$ cat src/hw/mips_defs.svh
`ifndef MIPS_DEFS_SVH
`define MIPS_DEFS_SVH

// Memory sizes, all in 32-bit words
`define IMEM_DEPTH 256		// Instruction memory words
`define DMEM_DEPTH 256		// Data memory words

// Register file
`define NUM_REGS 32			// General purpose registers, $0 reads as zero
`define RA_REG 31			// Link register for JAL

// Fetch
`define RESET_PC 0			// First word executed after reset

`endif
$ cat src/hw/mips_pkg.sv
`default_nettype none

`include "mips_defs.svh"

package mips_pkg;

	typedef logic [31:0] word_t;						// Data word
	typedef logic [$clog2(`IMEM_DEPTH)-1:0] pc_t;		// Word address into instruction memory
	typedef logic [$clog2(`NUM_REGS)-1:0] reg_addr_t;	// Register index
	typedef logic [5:0] opcode_t;						// instr[31:26]
	typedef logic [5:0] funct_t;						// instr[5:0]

	// ALU operations, FUNCT hands the choice to the funct field
	typedef enum logic [2:0] {
		ADD, SUB, AND, OR, XOR, SLT, LUI, FUNCT
	} alu_op_t;

	// Next PC sources
	typedef enum logic [1:0] {
		PC_BRANCH,		// PC+1+imm when taken
		PC_JUMP,		// Jump index
		PC_REG,			// rs
		PC_NEXT			// PC+1
	} pc_src_t;

	typedef enum logic [1:0] {
		DST_RT, DST_RD, DST_RA
	} reg_dst_t;

	typedef enum logic [1:0] {
		WB_ALU, WB_MEM, WB_LINK
	} wb_src_t;

	typedef struct packed {
		pc_src_t pc_src;
		reg_dst_t reg_dst;
		wb_src_t wb_src;
		alu_op_t alu_op;
		logic alu_imm;		// Second ALU operand is the immediate
		logic reg_we;
		logic mem_we;
		logic branch_eq;	// 1 for BEQ, 0 for BNE
		logic imm_signed;	// Sign extend the immediate
		logic byte_mode;	// LB/SB
	} ctrl_t;

	// One store as seen outside the core
	typedef struct packed {
		word_t addr;		// Byte address
		word_t data;
		logic byte_mode;
	} store_t;

endpackage

`default_nettype wire

$ cat src/hw/register_file.sv
`timescale 1ns/1ns
`default_nettype none

`include "mips_defs.svh"

module register_file (
	input logic clk,
	input logic rst,
	input mips_pkg::reg_addr_t rs_addr,
	input mips_pkg::reg_addr_t rt_addr,
	input mips_pkg::reg_addr_t wr_addr,
	input logic we,					// Decoded reg_we qualified by run
	input mips_pkg::word_t wr_data,
	output mips_pkg::word_t rs_data,
	output mips_pkg::word_t rt_data
);
	import mips_pkg::*;

	word_t regs [`NUM_REGS];

	always_ff @(posedge clk)
	begin
		if (rst)
		begin
			for (int i = 0; i < `NUM_REGS; i++)
				regs[i] <= '0;			// All registers start at zero
		end
		else if (we && (wr_addr != '0))	// $0 is never written
			regs[wr_addr] <= wr_data;
	end

	// Combinational reads
	assign rs_data = regs[rs_addr];
	assign rt_data = regs[rt_addr];

endmodule

`default_nettype wire

$ cat config.mk
export PLATFORM = sky130hd
export DESIGN_NAME = register_file
export DESIGN_NICKNAME = d
export VERILOG_FILES = /design/src/hw/mips_pkg.sv /design/src/hw/register_file.sv
export VERILOG_INCLUDE_DIRS = /design/src /design/src/hw
export SDC_FILE = /design/constraint.sdc
export NUM_CORES = 2
export LEC_CHECK = 0
export BUFFER_PORTS_ARGS = -buffer_cell sky130_fd_sc_hd__buf_2
export CAP_MARGIN = 20
export CORE_MARGIN = 2
export CORE_UTILIZATION = 28
export DETAILED_ROUTE_END_ITERATION = 7
export GPL_ROUTABILITY_DRIVEN = 0
export PLACE_DENSITY = 0.42
export SKIP_CTS_REPAIR_TIMING = 1
export SYNTH_ARGS = -nofsm -noshare
export SYNTH_HDL_FRONTEND = slang
export SYNTH_SLANG_ARGS = --single-unit
$ cat constraint.sdc
create_clock -name clk -period 2.2 [get_ports clk]
set_clock_uncertainty 0.15 [all_clocks]
set_input_delay 0.11 -clock clk [delete_from_list [all_inputs] [get_ports clk]]
set_output_delay 0.11 -clock clk [all_outputs]
set_load 0.01 [all_outputs]
==> impl_results.md <==
* Status: finished, violations left
* Violated checks: hold timing, setup timing
* Endpoints failing setup at 63
* Vias in the first global route at 40000
* Yosys top cell by area: edfxtp_1
* Most flops, register: regs
* Setup TNS at -11080 ps
* Min setup slack post-route at -330 ps
* Die X at 451 um
* Mapped cell area at 55900 sq um
* CP arrival at 2270 ps
* WL per Instance at 30.9 um
* Largest register FFs at 1024
* Fin nets at 4943
* Pleak at 26.9 nW
* Cell Pwr Density at 743 nW/um^2
* Final period utilization at 115%
* # IOs at 114
* Root buf cell: clkbuf_16
* Post-route ant nets at 0
* Tot GR Track Use at 22.8%
* Top-area cell type share of the netlist area at 55.0%
* Relative slew margins at 56.7%
* Final WL at 236000 um
* Post-route minimum period at 2530 ps
* Row cnt at 164
* Worst setup endpoint: rt_data[8]
* CTS Buf Count at 130
* Sequential-to-total area share from yosys stat at 55.0%
* Avg Cell Area, Syn at 12.1 sq um
* Crit. Startpoint: regs[2][8]
* RSZ-0062 raised after global routing: true
* GRT overflow at 0
* Finished Layout Cells at 7655
* Synthesis warning total at 0
* Placed insts at 7402
* Vias post-DR at 39500
* Cells after Synth at 4605
* Layout area overhead at 23.7%
* # clock sinks at 1024
* Initial antenna violation count at 34
* Final slew viol count at 0
* Area after DPL at 63600 sq um
* WHS at -8.78 ps
* Initial Utilization at 28.1%
* Highest Clock Rate at 0.395 GHz
* CTS tree: yes
* Crit. End Element: output pin
* Drt drc at 0
* Vias per cell at 5.16
* Ratio of cells with drive above 1 in the final layout at 18.2%
* DPL Wire Length at 153000 um
* Chip Height at 451 um
* Layout fillers at 19500
* Max VDD drop at 0.808 mV
* Htree depth at 4
* First-pass iteration count of the detailed router at 6
* Synth unique cells at 29
* Setup crit start kind: register
* Critical path class: register to output pin
* WP data required at 1940 ps
* Die area at 203000 sq um
* Final Cell Area at 69100 sq um
* Largest net degree at the start of global routing at 46
* First-pass GRT wire length at 326000 um
* CTS clk-pin slew, worst paths at 60 ps
* HP Class: input port to register
* Worst slew pin tran at 650 ps
* MaxCap Viol Count at 0
* Final hold violation count at 5
* Max FO, Critical Path at 2
* Violation count after the first detailed-route iteration at 3480
* Core ar. at 199000 sq um
* Post-synthesis register bit count at 1024
* Clock buffer depth at 3
* Port Buffers at 113
* Largest cells by area after synthesis: edfxtp_1, mux2i_1, and2_1
* Biggest regs: regs: 1024 flops
==> through the flow <==
stage	setup slack, ps	total power [mW]	util, %
floorplan	332	26.8	-
global placement	-202	30.2	32.0
detailed placement	-190	30.2	32.0
CTS	-705	51.4	34.0
global route	-425	53.0	34.7
finish	-330	51.4	34.7
==> worst min path at each step <==
stage | slack [ps] | cells past startpoint | end | start
finish | -9 | 5 | regs[5][18] | wr_addr[3]
global route | 10 | 5 | regs[5][13] | wr_addr[4]
CTS | -380 | 2 | regs[0][31] | rst
detailed placement | 460 | 2 | regs[0][0] | rst
global placement | 450 | 2 | regs[0][0] | rst
floorplan | 160 | 1 | regs[1][31] | wr_data[31]
==> synthesized netlist by cell type <==
| cell type | instances |
|---|---|
| a22o_1 | 128 |
| conb_1 | 1 |
| nor2_1 | 21 |
| buf_2 | 113 |
| mux2i_1 | 1024 |
| nand3b_1 | 3 |
| nand2b_1 | 5 |
| nand3_1 | 193 |
| nand3b_2 | 1 |
| edfxtp_1 | 1024 |
| a22oi_1 | 192 |
| clkbuf_1 | 218 |
| buf_1 | 24 |
| or3_1 | 2 |
| nor3_1 | 64 |
| nor2b_1 | 5 |
| clkbuf_2 | 9 |
| buf_6 | 12 |
| nand2_1 | 196 |
| or2_2 | 33 |
| nor2_2 | 7 |
| a21oi_1 | 192 |
| or3b_4 | 2 |
| a31oi_1 | 64 |
| clkbuf_4 | 7 |
| nor2_4 | 7 |
| nand3_2 | 1 |
| buf_4 | 63 |
| and2_1 | 994 |
==> power by group <==
part / internal, mW / switching, mW
sequential: 22.6 / 0.597
combinational: 2.83 / 4.31
clock: 12.4 / 8.69
==> cell type report <==
cell class	instances	area [sq um]	share of cell area, %
Sequential cell	1024	30700	44.5
Multi-Input combinational cell	3166	24300	35.2
Timing Repair Buffer	571	6670	9.65
Clock buffer	169	3530	5.10
Tap cell	2656	3320	4.81
Clock inverter	50	505	0.731
Antenna cell	19	47.5	0.0688
==> cell usage in the layout (no fill, tap or decap), types with 10 or more instances in the layout <==
cell type / instances
edfxtp_1: 1024
mux2i_1: 1022
and2_1: 992
buf_4: 242
nand2_1: 194
a22oi_1: 192
a21oi_1: 192
buf_12: 182
nand3_1: 148
clkbuf_16: 136
a22o_1: 127
buf_2: 66
buf_6: 45
nor3_2: 34
dlygate4sd3_1: 34
nor2_4: 33
clkbuf_1: 33
conb_1: 32
a31oi_1: 28
nand3_2: 28
nor3_1: 26
or2_2: 21
a31oi_2: 20
clkinv_1: 20
diode_2: 19
nand3_4: 18
a31oi_4: 16
clkinv_2: 14
or2_4: 12
bufinv_16: 10
==> per-layer routing <==
| layer | vias to the layer above | GRT usage [%] | wire length, um |
|---|---|---|---|
| li1 | 17500 | - | - |
| met1 | 20400 | 32.7 | 110000 |
| met2 | 1305 | 35.7 | 107000 |
| met3 | 288 | 3.05 | 13000 |
| met4 | 2 | 6.42 | 6560 |
| met5 | - | 0 | 13 |
==> kinds of logic (layout without fill, tap and decap cells) <==
| group | after synthesis | count (layout) | share of synthesized area (%) |
|---|---|---|---|
| AO/OA/AOI/OAI | 576 | 576 | 7.02 |
| buffers and inverters | 446 | 790 | 3.90 |
| other | 1 | 51 | 0.00671 |
| multiplexers | 1024 | 1024 | 18.3 |
| flip-flops | 1024 | 1024 | 55.0 |
| AND/OR/NAND/NOR | 1534 | 1534 | 15.7 |
==> critical path, stage by stage (launching register included) <==
cell and delay (ps):
edfxtp_1 350, mux2i_1 80, a22o_1 290, nor3_1 380, a31oi_1 120, nand3_1 140
buf_2 150
(Power assumes the default switching activity.)
