<file path="src/hw/mips_defs.svh">
`ifndef MIPS_DEFS_SVH
`define MIPS_DEFS_SVH

// Memory sizes, all in 32-bit words
`define IMEM_DEPTH 256		// Instruction memory words
`define DMEM_DEPTH 256		// Data memory words

// Register file
`define NUM_REGS 32			// General purpose registers, $0 reads as zero
`define RA_REG 31			// Link register for JAL

// Fetch
`define RESET_PC 0			// First word executed after reset

`endif
</file>
<file path="src/hw/mips_pkg.sv">
`default_nettype none

`include "mips_defs.svh"

package mips_pkg;

	typedef logic [31:0] word_t;						// Data word
	typedef logic [$clog2(`IMEM_DEPTH)-1:0] pc_t;		// Word address into instruction memory
	typedef logic [$clog2(`NUM_REGS)-1:0] reg_addr_t;	// Register index
	typedef logic [5:0] opcode_t;						// instr[31:26]
	typedef logic [5:0] funct_t;						// instr[5:0]

	// ALU operations, FUNCT hands the choice to the funct field
	typedef enum logic [2:0] {
		ADD, SUB, AND, OR, XOR, SLT, LUI, FUNCT
	} alu_op_t;

	// Next PC sources
	typedef enum logic [1:0] {
		PC_BRANCH,		// PC+1+imm when taken
		PC_JUMP,		// Jump index
		PC_REG,			// rs
		PC_NEXT			// PC+1
	} pc_src_t;

	typedef enum logic [1:0] {
		DST_RT, DST_RD, DST_RA
	} reg_dst_t;

	typedef enum logic [1:0] {
		WB_ALU, WB_MEM, WB_LINK
	} wb_src_t;

	typedef struct packed {
		pc_src_t pc_src;
		reg_dst_t reg_dst;
		wb_src_t wb_src;
		alu_op_t alu_op;
		logic alu_imm;		// Second ALU operand is the immediate
		logic reg_we;
		logic mem_we;
		logic branch_eq;	// 1 for BEQ, 0 for BNE
		logic imm_signed;	// Sign extend the immediate
		logic byte_mode;	// LB/SB
	} ctrl_t;

	// One store as seen outside the core
	typedef struct packed {
		word_t addr;		// Byte address
		word_t data;
		logic byte_mode;
	} store_t;

endpackage

`default_nettype wire

</file>
<file path="src/hw/control_unit.sv">
`timescale 1ns/1ns
`default_nettype none

module control_unit (
	input mips_pkg::opcode_t opcode,
	input mips_pkg::funct_t funct,
	output mips_pkg::ctrl_t ctrl
);
	import mips_pkg::*;

	always_comb
	begin
		// NOP values, every arm overrides only what it needs
		ctrl.pc_src = PC_NEXT;		// PC = PC+1
		ctrl.reg_dst = DST_RT;
		ctrl.wb_src = WB_ALU;
		ctrl.alu_op = ADD;
		ctrl.alu_imm = 1'b0;		// Second operand is rt
		ctrl.reg_we = 1'b0;			// No register write
		ctrl.mem_we = 1'b0;			// No memory write
		ctrl.branch_eq = 1'b1;
		ctrl.imm_signed = 1'b1;
		ctrl.byte_mode = 1'b0;		// Word access
		case (opcode)
			6'b000000:				// R-type
			begin
				case (funct)
					6'b001000:		// JR
						ctrl.pc_src = PC_REG;		// PC = rs
					6'b001001:		// JALR
					begin
						ctrl.pc_src = PC_REG;		// PC = rs
						ctrl.reg_dst = DST_RD;		// Link goes to rd, 31 in the usual form
						ctrl.wb_src = WB_LINK;		// Writes PC+1
						ctrl.reg_we = 1'b1;
					end
					6'b100001, 6'b100011, 6'b100100, 6'b100101, 6'b100110, 6'b101010:
					begin	// ADDU SUBU AND OR XOR SLT
						ctrl.reg_dst = DST_RD;		// Three register form
						ctrl.alu_op = FUNCT;		// ALU looks at funct
						ctrl.reg_we = 1'b1;
					end
					default: ;		// Unsupported funct stays a NOP
				endcase
			end
			6'b001000, 6'b001001:	// ADDI, ADDIU, no overflow trap
			begin
				ctrl.alu_imm = 1'b1;
				ctrl.reg_we = 1'b1;		// Signed immediate from the NOP values
			end
			6'b001100, 6'b001101, 6'b001110:	// ANDI ORI XORI
			begin
				ctrl.alu_op = (opcode[1:0] == 2'b00) ? AND :
					(opcode[1:0] == 2'b01) ? OR : XOR;
				ctrl.alu_imm = 1'b1;
				ctrl.reg_we = 1'b1;
				ctrl.imm_signed = 1'b0;		// Logic ops zero extend
			end
			6'b001111:				// LUI
			begin
				ctrl.alu_op = LUI;			// imm << 16
				ctrl.alu_imm = 1'b1;
				ctrl.reg_we = 1'b1;
				ctrl.imm_signed = 1'b0;
			end
			6'b100011, 6'b100000:	// LW, LB
			begin
				ctrl.wb_src = WB_MEM;		// Load data to rt
				ctrl.alu_imm = 1'b1;		// Address = rs + offset
				ctrl.reg_we = 1'b1;
				ctrl.byte_mode = ~opcode[0];	// LB has bit 0 clear
			end
			6'b101011, 6'b101000:	// SW, SB
			begin
				ctrl.alu_imm = 1'b1;		// Address = rs + offset
				ctrl.mem_we = 1'b1;
				ctrl.byte_mode = ~opcode[0];
			end
			6'b000100, 6'b000101:	// BEQ, BNE
			begin
				ctrl.pc_src = PC_BRANCH;
				ctrl.alu_op = SUB;			// Zero flag gives rs == rt
				ctrl.branch_eq = ~opcode[0];	// BNE has bit 0 set
			end
			6'b000010:				// J
				ctrl.pc_src = PC_JUMP;
			6'b000011:				// JAL
			begin
				ctrl.pc_src = PC_JUMP;
				ctrl.reg_dst = DST_RA;		// Link in $ra
				ctrl.wb_src = WB_LINK;
				ctrl.reg_we = 1'b1;
			end
			default: ;				// Unknown opcode acts as a NOP
		endcase
	end

endmodule

`default_nettype wire

</file>
<file path="config.mk">
export PLATFORM = sky130hd
export DESIGN_NAME = control_unit
export DESIGN_NICKNAME = d
export VERILOG_FILES = /design/src/hw/mips_pkg.sv /design/src/hw/control_unit.sv
export VERILOG_INCLUDE_DIRS = /design/src /design/src/hw
export SDC_FILE = /design/constraint.sdc
export NUM_CORES = 1
export LEC_CHECK = 0
export BUFFER_PORTS_ARGS = -buffer_cell sky130_fd_sc_hd__buf_2
export CAP_MARGIN = 20
export CORE_AREA = 2 2 39 41
export DETAILED_ROUTE_END_ITERATION = 6
export DIE_AREA = 0 0 41 43
export GPL_TIMING_DRIVEN = 0
export PLACE_DENSITY = 0.54
export SLEW_MARGIN = 40
export SYNTH_ARGS = -nofsm -noshare
export SYNTH_HDL_FRONTEND = slang
export SYNTH_SLANG_ARGS = --single-unit
</file>
<file path="constraint.sdc">
create_clock -name vclk -period 1.9
set_clock_uncertainty 0.05 [all_clocks]
set_input_delay 0.475 -clock vclk [all_inputs]
set_output_delay 0.475 -clock vclk [all_outputs]
set_load 0.01 [all_outputs]
</file>
==> results.yml <==
die:
  rows: 14
  core_sq_um: 1384
  dieHeight_microns: 43
  die_w_microns: 41
  die_area_sq_um: 1763
  ios: 27
  initial_core_util: 0.2532
worst_setup_path:
  end_kind: "output port"
  startpoint_type: "input pin"
  arrival_ns: 1.47
  cp_slowest_stage_delay_ns: 0.26
  required_ns: 1.37
  cp_max_fo: 5
  crit_chain: "buf_8 -> nand2b_4 -> mux2_4 -> o211a_1 -> o22ai_2 -> buf_2"
  crit_slowest_cell: "mux2_4"
  worstSetupPathType: "in2out"
global_route:
  first_global_vias: 427
  track_usage: 0.1371
  grt-ovfl-total: 0
  antenna_found_initial: 0
  grt_pass1_wl_microns: 1800
  grt_max_degree: 10
sta:
  hold_viol_final: 0
  whs_ns: 1.167
  tightestPinTransition_ns: 0.3456
  rsz0062_at_grt: "true"
  fin_crit_sh: 1.050
  fmax_mhz: 501.1
  setup_viol: 4
  setup_ws_ns: -0.09559
  slew_headroom: 0.7675
  drv_slew: 0
  layout_min_cycle_time_ns: 1.996
layout:
  fin_util: 0.4864
  drive_gt1_frac: 0.6190
  seqCellArea_sq_um: 0
  diodes: 0
  nClkBuffers: 0
  area_growth_pct: 92.14
  fillerInstances: 154
  layout.cells.non_filler: 100
  fin_nets: 98
  seq_cells: 0
synthesis:
  netlist_instances: 54
  synth-compound-area-share: 0.3071
  synth.largest_area_cell: "nor2_1"
  synth_top_area_frac: 0.09643
  synthMuxAreaShare: 0.03214
  synth_nets: 66
  synthXorXnorAreaFrac: 0.05000
  yosysWarnings: 0
  syn_avg_cell_area_sq_um: 6.488
  synth_cell_types: 30
  synth_area_sq_um: 350.3
  synth_top_family_by_area: "simple AND/OR/NAND/NOR gates"
  synth_fa_ha_area_frac: 0
  ys_seq_area_frac: 0
  synth-simple-area-share: 0.4571
  ys_top_cells_by_area: "nor2_1 9.6%, clkbuf_8 7.9%, a21oi_1 5.7%"
routing:
  drc: 0
  drt_iter0_drc: 9
  vias: 534
  firstDrtPassIters: 4
  wl_microns: 1241
  routedWlPerCell_microns: 12.41
  viasPerCell: 5.340
  ant_nets: 0
power:
  irDropWorstVdd_uv: 83.61
  power.density_nw_per_um2: 190.2
  p_leak_nw: 0.3079
  power_uw: 128.0
min_path:
  hp-class: "in2out"
place:
  portBuffers: 24
  dp_hpwl_microns: 847.1
  gp_congestion: 0.7410
  dp.cells: 94
outcome:
  status: "complete, but fails checks"
  violations: "setup timing"
run:
  maxCapViolCount: 0
clock_tree:
  postCtsHoldBufs: 0
==> cell families (layout without fill, tap and decap cells) <==
kind of cell           after synthesis  count (layout)
AND/OR/NAND/NOR                     29              29
AO/OA/AOI/OAI                       15              15
buffers and inverters                7              37
XOR/XNOR                             2               2
multiplexers                         1               1
==> per-stage QoR <==
| step | area (sq um) | worst slack [ns] | setup TNS, ns |
|---|---|---|---|
| 2_1_floorplan | 362.8 | 0.04320 | 0 |
| 3_3_place_gp | 503.0 | -0.2080 | -0.8318 |
| 3_5_place_dp | 503.0 | -0.2020 | -0.8043 |
| 4_1_cts | 593.1 | -0.1170 | -0.3824 |
| 5_1_grt | 673.1 | -0.1410 | -0.5588 |
| 6_report | 673.1 | -0.09559 | -0.2251 |
==> layout by cell type, fill, tap and decap left out, types with 2 or more instances in the layout <==
master and count:
nor4_1 2, buf_2 18, buf_8 2, a21oi_1 3, nand3_1 4, clkbuf_8 2
inv_1 4, buf_4 6, o22ai_2 2, clkbuf_4 2, buf_6 2, nor2_2 2
nand2_1 3, nor2_1 6
==> repair_timing <==
item | CTS | global route
pin swaps | 7 | 6
endpoints found under the setup margin | 7 | 10
resized for setup | 14 | 15
buffers inserted | 5 | 2
==> routing by layer <==
metal  share of wire  GRT usage  up-vias
met2            0.54     0.2250       18
met5               0          0        -
met3           0.066   0.005236        0
li1                -          -      266
met4               0    0.01333        0
met1            0.39     0.1975      250
==> power by group <==
part	total (mW)	internal, mW	leakage (nW)	switching [mW]
logic	0.128	0.0653	0.308	0.0627
registers	0	0	0	0
clock network	0	0	0	0
total	0.128	0.0653	0.308	0.0627
==> worst paths after layout <==
path	start	to	slack, ns	cells after the start
setup / recovery	funct[2]	ctrl[4]	-0.1	6
hold / removal	opcode[4]	ctrl[5]	1.17	3
==> cells in the mapped netlist (2+ instances only) <==
| master | count |
|---|---|
| clkbuf_8 | 2 |
| nand3_1 | 4 |
| nand2_1 | 4 |
| nor4_1 | 2 |
| o22ai_1 | 3 |
| nor2_1 | 9 |
| inv_1 | 4 |
| a21oi_1 | 4 |
==> cell type report <==
cell class,count,area (sq um),share of cell area
multi-input combinational,47,387.9,0.5762
timing repair buffer,30,202.7,0.3011
buffer,3,47.55,0.07063
tap,16,20.02,0.02974
inverter,4,15.01,0.02230
==> critical path, delay by kind of cell <==
kind	cells	cell delay [ns]
buffers and inverters	2	0.25
and+or+nand+nor	1	0.13
AOI/OAI and AO/OA	2	0.36
muxes	1	0.26
(Power assumes the default switching activity.)
